$ cat src/lpif_link_pkg.sv
package lpif_link_pkg;

  ////////////////////////////////////////
  // Link constants
  ////////////////////////////////////////

  // Persistent marker sent with every online word
  localparam logic [1:0] MARKER_VALUE = 2'b01;

  // Receive FIFO geometry, depth is a power of two
  localparam int unsigned RX_FIFO_DEPTH = 8;
  localparam int unsigned RX_PTR_W      = 3;

  ////////////////////////////////////////
  // Plain vector types
  ////////////////////////////////////////

  // Credit counts
  typedef logic [7:0] credit_t;

  // Online delay values, in clk_wr cycles
  typedef logic [15:0] delay_t;

  ////////////////////////////////////////
  // Structured types
  ////////////////////////////////////////

  // One LPIF flit, 75 bits, MSB first
  typedef struct packed {
    logic [3:0]  state;
    logic [1:0]  protid;
    logic [63:0] data;
    logic        dvalid;
    logic [1:0]  crc;
    logic        crc_valid;
    logic        valid;
  } flit_t;

  // One PHY word, 80 bits
  typedef struct packed {
    logic [1:0] marker;
    logic       strobe;
    logic       credit;  // One credit returned to the partner
    logic       push;    // Flit field holds a real flit
    flit_t      flit;
  } phy_word_t;

  // Debug status, same layout for tx and rx
  typedef struct packed {
    logic [7:0]  level;   // Credits held, or FIFO fill
    logic [15:0] count;   // Flits sent, or flits received
    logic [7:0]  errors;  // Saturating error count
  } debug_word_t;

endpackage

$ cat src/ll_auto_sync.sv
`timescale 1ns/1ns

module ll_auto_sync (
  input  logic                  clk_wr,
  input  logic                  rst_n,
  input  logic                  tx_online,
  input  logic                  rx_online,
  input  lpif_link_pkg::delay_t delay_x_value,
  input  lpif_link_pkg::delay_t delay_z_value,
  output logic                  tx_online_delay,
  output logic                  rx_online_delay,
  output logic                  tx_strobe,
  output logic [1:0]            tx_marker
);

  import lpif_link_pkg::*;

  ////////////////////////////////////////
  // Online delay counters
  ////////////////////////////////////////

  // Index 0 is tx, index 1 is rx
  logic [1:0] online_in;
  delay_t     delay_val [2];
  delay_t     remain_q  [2];
  logic [1:0] seen_q;
  logic [1:0] online_q;

  assign online_in    = {rx_online, tx_online};
  assign delay_val[0] = delay_z_value;
  assign delay_val[1] = delay_x_value;

  // Count starts on the first edge that samples the input high
  // Zero delay raises the output on that same edge
  always_ff @(posedge clk_wr or negedge rst_n) begin
    if (!rst_n) begin
      seen_q   <= '0;
      online_q <= '0;
      for (int i = 0; i < 2; i++) begin
        remain_q[i] <= '0;
      end
    end else begin
      for (int i = 0; i < 2; i++) begin
        if (!online_in[i]) begin
          // Input gone, drop at once and rearm
          seen_q[i]   <= 1'b0;
          online_q[i] <= 1'b0;
        end else if (!seen_q[i]) begin
          seen_q[i] <= 1'b1;
          if (delay_val[i] == '0) begin
            online_q[i] <= 1'b1;
          end else begin
            remain_q[i] <= delay_val[i] - delay_t'(1);
          end
        end else if (!online_q[i]) begin
          if (remain_q[i] == '0) begin
            online_q[i] <= 1'b1;
          end else begin
            remain_q[i] <= remain_q[i] - delay_t'(1);
          end
        end
      end
    end
  end

  assign tx_online_delay = online_q[0];
  assign rx_online_delay = online_q[1];

  ////////////////////////////////////////
  // Persistent strobe and marker
  ////////////////////////////////////////

  // Only valid while tx is online, zero otherwise
  assign tx_strobe = online_q[0];
  assign tx_marker = online_q[0] ? MARKER_VALUE : 2'b00;

endmodule

$ cat src/lpif_flit_pack.sv
`timescale 1ns/1ns

module lpif_flit_pack (
  input  logic                 clk_wr,
  input  logic                 rst_n,
  // Upstream fields from the user
  input  logic [3:0]           ustrm_state,
  input  logic [1:0]           ustrm_protid,
  input  logic [63:0]          ustrm_data,
  input  logic                 ustrm_dvalid,
  input  logic [1:0]           ustrm_crc,
  input  logic                 ustrm_crc_valid,
  input  logic                 ustrm_valid,
  output lpif_link_pkg::flit_t tx_flit,
  // Flit leaving the receive FIFO
  input  lpif_link_pkg::flit_t pop_flit,
  input  logic                 pop_valid,
  // Downstream fields to the user
  output logic [3:0]           dstrm_state,
  output logic [1:0]           dstrm_protid,
  output logic [63:0]          dstrm_data,
  output logic                 dstrm_dvalid,
  output logic [1:0]           dstrm_crc,
  output logic                 dstrm_crc_valid,
  output logic                 dstrm_valid
);

  // Upstream pack, purely combinational
  assign tx_flit.state     = ustrm_state;
  assign tx_flit.protid    = ustrm_protid;
  assign tx_flit.data      = ustrm_data;
  assign tx_flit.dvalid    = ustrm_dvalid;
  assign tx_flit.crc       = ustrm_crc;
  assign tx_flit.crc_valid = ustrm_crc_valid;
  assign tx_flit.valid     = ustrm_valid;

  ////////////////////////////////////////
  // Downstream unpack
  ////////////////////////////////////////

  // Qualifier bits, low in any cycle without a pop
  always_ff @(posedge clk_wr or negedge rst_n) begin
    if (!rst_n) begin
      dstrm_valid     <= 1'b0;
      dstrm_dvalid    <= 1'b0;
      dstrm_crc_valid <= 1'b0;
    end else begin
      dstrm_valid     <= pop_valid & pop_flit.valid;
      dstrm_dvalid    <= pop_valid & pop_flit.dvalid;
      dstrm_crc_valid <= pop_valid & pop_flit.crc_valid;
    end
  end

  // Payload holds its last value between pops
  always_ff @(posedge clk_wr) begin
    if (pop_valid) begin
      dstrm_state  <= pop_flit.state;
      dstrm_protid <= pop_flit.protid;
      dstrm_data   <= pop_flit.data;
      dstrm_crc    <= pop_flit.crc;
    end
  end

endmodule

$ cat src/ll_tx_credit_gate.sv
`timescale 1ns/1ns

module ll_tx_credit_gate (
  input  logic                       clk_wr,
  input  logic                       rst_n,
  input  logic                       tx_online_delay,
  input  lpif_link_pkg::credit_t     init_upstream_credit,
  input  logic                       ustrm_valid,
  input  logic                       credit_in,
  output logic                       ustrm_ready,
  output logic                       take,
  output lpif_link_pkg::debug_word_t tx_upstream_debug_status
);

  import lpif_link_pkg::*;

  credit_t     credit_q;
  logic [15:0] sent_q;
  logic [7:0]  err_q;
  logic        overflow;

  ////////////////////////////////////////
  // Credit gate
  ////////////////////////////////////////

  // Ready only with a credit in hand and the link up
  assign ustrm_ready = tx_online_delay & (credit_q != '0);
  assign take        = ustrm_valid & ustrm_ready;

  // Returned credit while none is outstanding
  assign overflow = credit_in & ~take & (credit_q == init_upstream_credit);

  // Preloaded while offline, so the full grant is there
  // on the very cycle tx_online_delay rises
  always_ff @(posedge clk_wr or negedge rst_n) begin
    if (!rst_n) begin
      credit_q <= '0;
    end else if (!tx_online_delay) begin
      credit_q <= init_upstream_credit;
    end else if (!overflow) begin
      // Take and return in one cycle cancel out
      credit_q <= credit_q + credit_t'(credit_in) - credit_t'(take);
    end
  end

  ////////////////////////////////////////
  // Debug counters
  ////////////////////////////////////////

  // Flits sent wraps, errors saturate
  always_ff @(posedge clk_wr or negedge rst_n) begin
    if (!rst_n) begin
      sent_q <= '0;
      err_q  <= '0;
    end else begin
      if (take) begin
        sent_q <= sent_q + 16'd1;
      end
      if (overflow && (err_q != '1)) begin
        err_q <= err_q + 8'd1;
      end
    end
  end

  assign tx_upstream_debug_status.level  = credit_q;
  assign tx_upstream_debug_status.count  = sent_q;
  assign tx_upstream_debug_status.errors = err_q;

endmodule

$ cat src/ll_rx_credit_fifo.sv
`timescale 1ns/1ns

module ll_rx_credit_fifo (
  input  logic                       clk_wr,
  input  logic                       rst_n,
  input  lpif_link_pkg::flit_t       rx_flit,
  input  logic                       rx_push,
  input  logic                       rx_drop,
  input  logic                       dstrm_hold,
  output lpif_link_pkg::flit_t       pop_flit,
  output logic                       pop_valid,
  output logic                       credit_return,
  output lpif_link_pkg::debug_word_t rx_downstream_debug_status
);

  import lpif_link_pkg::*;

  flit_t               mem [RX_FIFO_DEPTH];
  logic [RX_PTR_W-1:0] wr_ptr;
  logic [RX_PTR_W-1:0] rd_ptr;
  logic [RX_PTR_W:0]   fill;
  logic                full;
  logic                wr_en;
  logic                rd_en;
  logic                overrun;
  logic [15:0]         rcv_cnt;
  logic [7:0]          err_cnt;

  ////////////////////////////////////////
  // FIFO control
  ////////////////////////////////////////

  assign full    = (fill == (RX_PTR_W + 1)'(RX_FIFO_DEPTH));
  assign wr_en   = rx_push & ~full;
  assign overrun = rx_push & full;
  // Drain whenever something is stored and the consumer allows it
  assign rd_en   = (fill != '0) & ~dstrm_hold;

  // Pointers wrap on their own, depth is 2**RX_PTR_W
  always_ff @(posedge clk_wr or negedge rst_n) begin
    if (!rst_n) begin
      wr_ptr <= '0;
      rd_ptr <= '0;
      fill   <= '0;
    end else begin
      if (wr_en) begin
        wr_ptr <= wr_ptr + 1'b1;
      end
      if (rd_en) begin
        rd_ptr <= rd_ptr + 1'b1;
      end
      fill <= fill + (RX_PTR_W + 1)'(wr_en) - (RX_PTR_W + 1)'(rd_en);
    end
  end

  // Storage array
  always_ff @(posedge clk_wr) begin
    if (wr_en) begin
      mem[wr_ptr] <= rx_flit;
    end
  end

  assign pop_flit  = mem[rd_ptr];
  assign pop_valid = rd_en;

  // One credit back to the partner per popped flit
  assign credit_return = rd_en;

  ////////////////////////////////////////
  // Debug counters
  ////////////////////////////////////////

  // Overrun needs an accepted word, rx_drop a rejected one,
  // so at most one error per cycle
  always_ff @(posedge clk_wr or negedge rst_n) begin
    if (!rst_n) begin
      rcv_cnt <= '0;
      err_cnt <= '0;
    end else begin
      if (wr_en) begin
        rcv_cnt <= rcv_cnt + 16'd1;
      end
      if ((overrun || rx_drop) && (err_cnt != '1)) begin
        err_cnt <= err_cnt + 8'd1;
      end
    end
  end

  assign rx_downstream_debug_status.level  = 8'(fill);
  assign rx_downstream_debug_status.count  = rcv_cnt;
  assign rx_downstream_debug_status.errors = err_cnt;

endmodule

$ cat src/phy_word_concat.sv
`timescale 1ns/1ns

module phy_word_concat (
  input  logic                     clk_wr,
  input  logic                     rst_n,
  // Transmit side
  input  lpif_link_pkg::flit_t     tx_flit,
  input  logic                     take,
  input  logic                     credit_return,
  input  logic                     tx_strobe,
  input  logic [1:0]               tx_marker,
  input  logic                     rx_online_delay,
  output lpif_link_pkg::phy_word_t tx_phy0,
  // Receive side
  input  lpif_link_pkg::phy_word_t rx_phy0,
  output lpif_link_pkg::flit_t     rx_flit,
  output logic                     rx_push,
  output logic                     rx_drop,
  output logic                     credit_in
);

  import lpif_link_pkg::*;

  logic [1:0] marker_q;
  logic       strobe_q;
  logic       credit_q;
  logic       push_q;
  flit_t      flit_q;
  logic       accept;

  ////////////////////////////////////////
  // Transmit word
  ////////////////////////////////////////

  // Framing bits
  always_ff @(posedge clk_wr or negedge rst_n) begin
    if (!rst_n) begin
      marker_q <= '0;
      strobe_q <= 1'b0;
      credit_q <= 1'b0;
      push_q   <= 1'b0;
    end else begin
      marker_q <= tx_marker;
      strobe_q <= tx_strobe;
      credit_q <= credit_return;
      push_q   <= take;
    end
  end

  // Flit rides along, meaningful only with push set
  always_ff @(posedge clk_wr) begin
    flit_q <= tx_flit;
  end

  assign tx_phy0.marker = marker_q;
  assign tx_phy0.strobe = strobe_q;
  assign tx_phy0.credit = credit_q;
  assign tx_phy0.push   = push_q;
  assign tx_phy0.flit   = flit_q;

  ////////////////////////////////////////
  // Receive word check and split
  ////////////////////////////////////////

  // Strobe and marker must match, and the link must be up
  assign accept = rx_phy0.strobe & (rx_phy0.marker == MARKER_VALUE) & rx_online_delay;

  assign rx_flit   = rx_phy0.flit;
  assign rx_push   = accept & rx_phy0.push;
  assign credit_in = accept & rx_phy0.credit;
  // Rejected word that carried something
  assign rx_drop   = ~accept & (rx_phy0.push | rx_phy0.credit);

endmodule

$ cat src/lpif_slave_top.sv
`timescale 1ns/1ns

module lpif_slave_top (
  input  logic                       clk_wr,
  input  logic                       rst_n,
  // Control and configuration
  input  logic                       tx_online,
  input  logic                       rx_online,
  input  lpif_link_pkg::credit_t     init_upstream_credit,
  input  lpif_link_pkg::delay_t      delay_x_value,
  input  lpif_link_pkg::delay_t      delay_z_value,
  // PHY words
  output lpif_link_pkg::phy_word_t   tx_phy0,
  input  lpif_link_pkg::phy_word_t   rx_phy0,
  // Downstream channel
  output logic [3:0]                 dstrm_state,
  output logic [1:0]                 dstrm_protid,
  output logic [63:0]                dstrm_data,
  output logic                       dstrm_dvalid,
  output logic [1:0]                 dstrm_crc,
  output logic                       dstrm_crc_valid,
  output logic                       dstrm_valid,
  input  logic                       dstrm_hold,
  // Upstream channel
  input  logic [3:0]                 ustrm_state,
  input  logic [1:0]                 ustrm_protid,
  input  logic [63:0]                ustrm_data,
  input  logic                       ustrm_dvalid,
  input  logic [1:0]                 ustrm_crc,
  input  logic                       ustrm_crc_valid,
  input  logic                       ustrm_valid,
  output logic                       ustrm_ready,
  // Debug status
  output lpif_link_pkg::debug_word_t rx_downstream_debug_status,
  output lpif_link_pkg::debug_word_t tx_upstream_debug_status
);

  import lpif_link_pkg::*;

  ////////////////////////////////////////
  // Interconnect
  ////////////////////////////////////////

  logic       tx_online_delay;
  logic       rx_online_delay;
  logic       tx_strobe;
  logic [1:0] tx_marker;
  flit_t      tx_flit;
  logic       take;
  flit_t      rx_flit;
  logic       rx_push;
  logic       rx_drop;
  logic       credit_in;
  flit_t      pop_flit;
  logic       pop_valid;
  logic       credit_return;

  // Online delays and framing bits
  ll_auto_sync u_auto_sync (
    .clk_wr          (clk_wr),
    .rst_n           (rst_n),
    .tx_online       (tx_online),
    .rx_online       (rx_online),
    .delay_x_value   (delay_x_value),
    .delay_z_value   (delay_z_value),
    .tx_online_delay (tx_online_delay),
    .rx_online_delay (rx_online_delay),
    .tx_strobe       (tx_strobe),
    .tx_marker       (tx_marker)
  );

  // User side flit pack and unpack
  lpif_flit_pack u_flit_pack (
    .clk_wr          (clk_wr),
    .rst_n           (rst_n),
    .ustrm_state     (ustrm_state),
    .ustrm_protid    (ustrm_protid),
    .ustrm_data      (ustrm_data),
    .ustrm_dvalid    (ustrm_dvalid),
    .ustrm_crc       (ustrm_crc),
    .ustrm_crc_valid (ustrm_crc_valid),
    .ustrm_valid     (ustrm_valid),
    .tx_flit         (tx_flit),
    .pop_flit        (pop_flit),
    .pop_valid       (pop_valid),
    .dstrm_state     (dstrm_state),
    .dstrm_protid    (dstrm_protid),
    .dstrm_data      (dstrm_data),
    .dstrm_dvalid    (dstrm_dvalid),
    .dstrm_crc       (dstrm_crc),
    .dstrm_crc_valid (dstrm_crc_valid),
    .dstrm_valid     (dstrm_valid)
  );

  ll_tx_credit_gate u_tx_credit_gate (
    .clk_wr                   (clk_wr),
    .rst_n                    (rst_n),
    .tx_online_delay          (tx_online_delay),
    .init_upstream_credit     (init_upstream_credit),
    .ustrm_valid              (ustrm_valid),
    .credit_in                (credit_in),
    .ustrm_ready              (ustrm_ready),
    .take                     (take),
    .tx_upstream_debug_status (tx_upstream_debug_status)
  );

  ll_rx_credit_fifo u_rx_credit_fifo (
    .clk_wr                     (clk_wr),
    .rst_n                      (rst_n),
    .rx_flit                    (rx_flit),
    .rx_push                    (rx_push),
    .rx_drop                    (rx_drop),
    .dstrm_hold                 (dstrm_hold),
    .pop_flit                   (pop_flit),
    .pop_valid                  (pop_valid),
    .credit_return              (credit_return),
    .rx_downstream_debug_status (rx_downstream_debug_status)
  );

  // PHY word framing
  phy_word_concat u_phy_word_concat (
    .clk_wr          (clk_wr),
    .rst_n           (rst_n),
    .tx_flit         (tx_flit),
    .take            (take),
    .credit_return   (credit_return),
    .tx_strobe       (tx_strobe),
    .tx_marker       (tx_marker),
    .rx_online_delay (rx_online_delay),
    .tx_phy0         (tx_phy0),
    .rx_phy0         (rx_phy0),
    .rx_flit         (rx_flit),
    .rx_push         (rx_push),
    .rx_drop         (rx_drop),
    .credit_in       (credit_in)
  );

endmodule

$ cat config.mk
export PLATFORM = sky130hd
export DESIGN_NAME = lpif_slave_top
export DESIGN_NICKNAME = d
export VERILOG_FILES = /design/src/lpif_link_pkg.sv /design/src/ll_auto_sync.sv /design/src/lpif_flit_pack.sv /design/src/ll_tx_credit_gate.sv /design/src/ll_rx_credit_fifo.sv /design/src/phy_word_concat.sv /design/src/lpif_slave_top.sv
export SDC_FILE = /design/constraint.sdc
export NUM_CORES = 1
export LEC_CHECK = 0
export ABC_CLOCK_PERIOD_IN_PS = 21900
export BUFFER_PORTS_ARGS = -buffer_cell sky130_fd_sc_hd__buf_4
export CORE_MARGIN = 8
export CORE_UTILIZATION = 53
export DETAILED_ROUTE_END_ITERATION = 7
export GPL_ROUTABILITY_DRIVEN = 0
export PLACE_DENSITY_LB_ADDON = 0.12
export SYNTH_ARGS = -nofsm -noshare
export SYNTH_HDL_FRONTEND = slang
export SYNTH_SLANG_ARGS = --single-unit
$ cat constraint.sdc
create_clock -name clk_wr -period 21.9 [get_ports clk_wr]
set_clock_uncertainty 0.2 [all_clocks]
set_input_delay 1.095 -clock clk_wr [delete_from_list [all_inputs] [get_ports clk_wr]]
set_output_delay 1.095 -clock clk_wr [all_outputs]
set_load 0.01 [all_outputs]
==> reports/qor.txt, run 1 <==
Status -> completed
Setup_tns -> 0 ns
Finished Layout Cells -> 3058
DR vias -> 17267
RSZ-0062 raised after global routing -> false
CP Max Fanout -> 59
Max Root-Sink Buffers -> 3
Fmax achieved -> 0.250 GHz
Final antenna-violating net count -> 0
Syn Inst Count -> 1725
Synth Area per Inst -> 18.9 um2
Routed wire per std cell -> 23.2 um
Routed wl met2 -> 36.7 mm
Die Span X -> 264 um
Post-CTS setup buffers -> 0
Fin crit share -> 0.182
Final worst setup slack -> 17.90 ns
Area of the core -> 0.0614 mm2
Hold_buf cts -> 0
Pwr dens -> 113 mW/mm2
DR WL met3 -> 3.69 mm
Ys flop type -> edfxtp_1
Worst EP required -> 21.94 ns
Hold WC Path Type -> reg2reg
Initial antenna violation count -> 4
Die H -> 264 um
First-pass GRT wire length -> 110 mm
Die area -> 0.0699 mm2
Share of cells above drive strength 1 -> 0.369
R2r setup slk -> 18.08 ns
Grt total ovfl -> 0
PortBufs -> 414
Fin Hold WS -> 0.273 ns
Starting density of the core -> 0.533
Clock slew at reported path FFs -> 0.06 ns
Standard-cell rows -> 91
Setup violations, final -> 0
Pre-CTS WS -> 17.16 ns
Vias in the first global route -> 18351
Cell taking the most area after synthesis -> edfxtp_1
Actual slew at the worst max-slew pin -> 1.28 ns
Nets -> 2421
Area grow syn2layout -> 21.7%
Skew-Pair Late Insertion Delay -> 0.63 ns
Worst setup path category -> in2reg
H-tree levels -> 3
Ys async rst share -> 0.126
Slew margin rel. -> 0.147
Number of synthesized register bits -> 855
FF+latch area -> 0.0244 mm2
Placed cells -> 2892
DRT met1 WL -> 29.5 mm
Top Ports -> 420
Resized Gates After CTS -> 0
Crit. End Element -> register
Top post-synthesis cells by count -> edfxtp_1 (672), mux4_2 (150), dfrtp_1 (108)
Final hold violations -> 0
Clk Tree Root Cell -> clkbuf_16
Multi-input logic area -> 0.00792 mm2
CP Launch Type -> input port
CTS tree -> yes
Drt pass-1 iters -> 5
Largest net degree at the start of global routing -> 76
Worst EP arrival -> 4.04 ns
Drt drc -> 0
TritonCTS Sinks -> 855
Finished Core Util -> 0.648
Fillers -> 4245
Max Used Layer -> met5
VDD IR max -> 0.0870 mV
N_diodes -> 0
WL final -> 70.9 mm
Post-synth EDFFs -> 672
Gr usage total -> 0.202
Netlist cell types -> 74
Cells taking the most area after synthesis -> edfxtp_1 (62%), mux4_2 (10%), dfrtp_1 (8.3%)
MaxCap Viol Count -> 0
Synth top area share -> 0.617
Ys Warns -> 0
DR iter-0 viols -> 1086
Leak Pwr -> 14.5 nW
Via-to-Cell Ratio -> 5.65
Dpl hpwl -> 43.2 mm
Area of the mapped netlist -> 0.0327 mm2
Max-slew violation count -> 0
Final min period -> 4.00 ns
Cell with the most instances after synthesis -> edfxtp_1
Sequential area share after synthesis -> 0.746
CTS buffer count -> 89
## worst max-delay path, cell delays in order
cell and delay, ns:
buf_4 0.10, and4b_1 0.34, nand3_1 0.46, clkinv_1 0.35, nand2_1 0.24, nor3b_2 0.24, buf_4 0.31, buf_4 0.84
## logic make-up after synthesis
group	Yosys count	share of synthesized area
AO/OA/AOI/OAI	129	0.0258
XOR/XNOR	88	0.0236
AND/OR/NAND/NOR	282	0.0451
other	1	0.000115
buffers and inverters	99	0.0134
multiplexers	243	0.135
adder cells (fa/ha/maj)	28	0.0112
flip-flops	855	0.746
## placed cells by master (no fill, tap or decap), types with 4 or more instances in the layout
cell	count
nand4_1	20
inv_1	27
nor2_1	59
xnor2_1	57
dfrtp_1	105
dfxtp_1	75
o21ai_0	29
mux2_2	77
mux4_2	150
ha_1	26
bufinv_16	9
o21a_1	4
mux2i_1	16
and4_1	4
clkbuf_16	91
edfxtp_1	672
xor2_1	31
clkinv_2	20
a211oi_1	5
o22ai_1	7
clkbuf_1	17
conb_1	5
a31oi_1	4
nand2b_1	4
o211ai_1	12
clkbuf_8	12
nor4_1	9
and3_1	12
nand3b_1	4
nand3_1	23
clkinv_1	11
and2_1	9
buf_4	442
nand2_1	66
nor3_1	36
a21oi_1	35
nor3b_1	5
## report_power, final
part / internal, mW / switching, mW
clock network: 0.915 / 0.611
registers: 1.89 / 0.113
logic: 0.519 / 0.430
total: 3.33 / 1.15
## stage by stage
stage	cell area (um2)	total power, mW
finish	39800	4.48
global route	39800	4.68
CTS	39800	4.55
detailed placement	36700	3.01
global placement	36700	3.00
floorplan	32700	2.64
## flip-flops by register name, summed over array words and instances, names as in the netlist, 3 cells and up
name,cells
u_tx_credit_gate.credit_q,8
u_rx_credit_fifo.fill,4
u_flit_pack.dstrm_data,64
u_rx_credit_fifo.wr_ptr,3
u_flit_pack.dstrm_state,4
u_rx_credit_fifo.mem,600
u_rx_credit_fifo.err_cnt,8
u_phy_word_concat.tx_phy0,75
u_rx_credit_fifo.rd_ptr,3
u_auto_sync.remain_q,32
u_tx_credit_gate.sent_q,16
u_rx_credit_fifo.rcv_cnt,16
u_tx_credit_gate.err_q,8
## layer usage
| layer | GRT usage | up-vias |
|---|---|---|
| li1 | - | 7767 |
| met5 | 0 | - |
| met4 | 0.0401 | 8 |
| met2 | 0.349 | 452 |
| met3 | 0.0433 | 83 |
| met1 | 0.265 | 8957 |
## worst paths after layout
check | cells after the start | end | from
max in group asynchronous | 2 | u_auto_sync.remain_q[29] | rst_n
setup reg to reg | 9 | u_rx_credit_fifo.mem[3][62] | u_rx_credit_fifo.fill[2]
setup / recovery | 8 | u_rx_credit_fifo.mem[3][62] | rx_phy0[79]
min in group asynchronous | 1 | u_auto_sync.seen_q[1] | rst_n
hold reg to reg | 1 | u_tx_credit_gate.sent_q[15] | u_tx_credit_gate.sent_q[15]
hold / removal | 1 | u_tx_credit_gate.sent_q[15] | u_tx_credit_gate.sent_q[15]
## area by class of cell
cell class,instances,share of cell area
clock buffer,120,0.0630
clock inverter,46,0.0134
inverter,30,0.00289
multi-input combinational,775,0.199
sequential,855,0.613
tap,790,0.0248
timing repair buffer,442,0.0834
(Power assumes the default switching activity.)
==> run 2, diff against run 1 <==
--- a/config.mk
+++ b/config.mk
@@ -5,7 +5,8 @@
 export SDC_FILE = /design/constraint.sdc
 export NUM_CORES = 1
 export LEC_CHECK = 0
-export ABC_CLOCK_PERIOD_IN_PS = 21900
+export ABC_AREA = 1
+export ABC_CLOCK_PERIOD_IN_PS = 3870
 export BUFFER_PORTS_ARGS = -buffer_cell sky130_fd_sc_hd__buf_4
 export CORE_MARGIN = 8
 export CORE_UTILIZATION = 53
==> constraint.sdc (replaced) <==
create_clock -name clk_wr -period 3.87 [get_ports clk_wr]
set_clock_uncertainty 0.2 [all_clocks]
set_input_delay 0.1935 -clock clk_wr [delete_from_list [all_inputs] [get_ports clk_wr]]
set_output_delay 0.1935 -clock clk_wr [all_outputs]
set_load 0.01 [all_outputs]
==> run 2 against run 1 <==
Against the previous run: flip-flop and latch count unchanged; core utilization grew 3.8 points; total power rose to 6.1 times the previous value; largest power group unchanged.
==> reports/qor.txt, run 2 <==
Status -> completed
Gr usage total -> 0.230
Final antenna-violating net count -> 0
Hold WC Path Type -> in2reg
Area grow syn2layout -> 29.0%
TritonCTS Sinks -> 855
Ys async rst share -> 0.126
M1 GR Usage -> 0.283
Vias in the first global route -> 24710
Initial antenna violation count -> 10
Standard-cell rows -> 93
Area of the mapped netlist -> 0.0340 mm2
Clk Tree Root Cell -> clkbuf_16
Clock slew at reported path FFs -> 0.06 ns
Met3 GRT Util -> 0.0434
CP Max Fanout -> 3
DR iter-0 viols -> 1896
Synth Area per Inst -> 11.8 um2
Most crowded layer after global routing -> met2
Finished Layout Cells -> 4495
Cell with the most instances after synthesis -> edfxtp_1
Die Span X -> 269 um
Nets -> 3789
H-tree levels -> 3
Ys Warns -> 0
Drt pass-1 iters -> 5
Skew-Pair Late Insertion Delay -> 0.63 ns
Final min period -> 3.67 ns
MaxCap Viol Count -> 0
PortBufs -> 414
Max-slew violation count -> 0
WL final -> 86.1 mm
Die area -> 0.0725 mm2
Top Ports -> 420
Max reg flops -> 600
Post-synth EDFFs -> 672
Most frequent cells in the layout -> edfxtp_1 (672), nand2_1 (570), buf_4 (434)
Dpl hpwl -> 48.8 mm
Sequential area share after synthesis -> 0.718
Drt drc -> 0
Via-to-Cell Ratio -> 5.36
Number of synthesized register bits -> 855
Actual slew at the worst max-slew pin -> 1.12 ns
Crit. End Element -> register
Leak Pwr -> 17.1 nW
Ys flop type -> edfxtp_1
Worst EP arrival -> 3.98 ns
CP Launch Type -> register
Die H -> 269 um
Placed cells -> 4037
Setup_tns -> 0 ns
Cell taking the most area after synthesis -> edfxtp_1
DR vias -> 24112
VDD IR max -> 0.572 mV
GR Util met2 -> 0.409
Top post-synthesis cells by count -> edfxtp_1 (672), nand2_1 (570), nor2_1 (425)
Starting density of the core -> 0.532
Grt total ovfl -> 0
Area of the core -> 0.0639 mm2
Max Root-Sink Buffers -> 3
Synth top area share -> 0.594
Hold depth -> 2
Worst setup path category -> reg2reg
First-pass GRT wire length -> 135 mm
Final hold violations -> 0
Pwr dens -> 627 mW/mm2
Netlist cell types -> 41
Routed wire per std cell -> 19.2 um
Share of cells above drive strength 1 -> 0.175
Largest net degree at the start of global routing -> 189
Fin crit share -> 0.948
Worst EP required -> 4.18 ns
Syn Inst Count -> 2874
Cells taking the most area after synthesis -> edfxtp_1 (59%), dfrtp_1 (8.0%), nand2_1 (6.3%)
Slew margin rel. -> 0.254
Reg2Reg Depth -> 17
Most common cell after layout, fill and taps aside -> edfxtp_1
CTS buffer count -> 87
Setup violations, final -> 0
Fmax achieved -> 0.273 GHz
Most flops, register -> u_rx_credit_fifo.mem
CTS tree -> yes
run 2: cell count changes after synthesis, sizes merged, moves of 57 or more:
cell   before  now
nand3      23   80
o22ai       7  144
inv        28  124
nor2       61  433
mux2       77    0
o21ai      33  365
mux4      150    0
nand2      66  577
run 2: repair_timing:
action	4_1_cts	5_1_grt
setup endpoints to repair	0	1
setup buffers	0	1
hold endpoints to repair	812	0
resized for setup	0	2
hold buffers	289	0
run 2: cell families after synthesis:
group,synth area share
xor gates and xnor gates,0.0152
adders and majority gates,0.0108
other,0.000110
buffers and inverters,0.0369
and+or+nand+nor,0.135
AOI/OAI and AO/OA,0.0849
DFF,0.718
run 2: layout make-up:
| class | instances | area [um2] |
|---|---|---|
| multi-input cells | 1754 | 8440 |
| inverters | 125 | 485 |
| fillers | 4500 | 20100 |
| well taps | 855 | 1070 |
| clock buffers | 122 | 2510 |
| repair buffers | 738 | 6450 |
| clock inverters | 38 | 458 |
| diodes | 8 | 20.0 |
| flip-flops and latches | 855 | 24400 |
run 2: through the flow:
step	power, mW	hold slack (ns)	worst slack, ns	util	instance area [um2]
6_report	27.5	0.0145	0.203	0.686	43800
5_1_grt	28.8	-0.00448	-0.00642	0.686	43800
4_1_cts	27.6	0.000189	0.139	0.686	43800
3_5_place_dp	18.8	0.0989	0.876	0.594	37900
3_3_place_gp	18.5	0.0977	0.957	0.594	37900
2_1_floorplan	15.9	-0.302	-1.18	-	34000
run 2: final timing paths:
| path | startpoint | to | slack, ns |
|---|---|---|---|
| setup reg to reg | u_auto_sync.online_q[1] | u_tx_credit_gate.credit_q[6] | 0.20 |
| max in group asynchronous | rst_n | u_phy_word_concat.credit_q | 2.66 |
| min in group asynchronous | rst_n | u_auto_sync.remain_q[18] | 0.03 |
| hold / removal | ustrm_data[0] | u_phy_word_concat.tx_phy0[5] | 0.01 |
| setup / recovery | u_auto_sync.online_q[1] | u_tx_credit_gate.credit_q[6] | 0.20 |
| hold reg to reg | u_auto_sync.remain_q[8] | u_auto_sync.remain_q[8] | 0.29 |
run 2: worst max-delay path: stages (launching register included):
cell and delay (ns):
dfrtp_1 0.39, nand4_1 0.12, dlygate4sd3_1 0.59, inv_2 0.06, nand2_1 0.08, inv_1 0.05
ha_1 0.27, inv_1 0.06, ha_1 0.16, inv_1 0.07, fa_2 0.38, inv_1 0.09
nand4_1 0.15, nand4_1 0.11, nand2_1 0.07, nand3_1 0.07, nand3_1 0.08, dlygate4sd3_1 0.56
run 2: power by group:
part	internal [mW]	leakage (nW)	switching, mW	total, mW
registers	10.8	8.10	0.378	11.2
logic	2.72	7.55	4.91	7.63
clock network	5.20	1.45	3.43	8.63
total	18.7	17.1	8.72	27.5
run 2: per-layer routing:
layer / part of all wire / up-vias
met3: 0.057 / 138
met1: 0.41 / 11886
met4: 0.021 / 4
met2: 0.51 / 703
li1: - / 11381
met5: 0.00029 / -
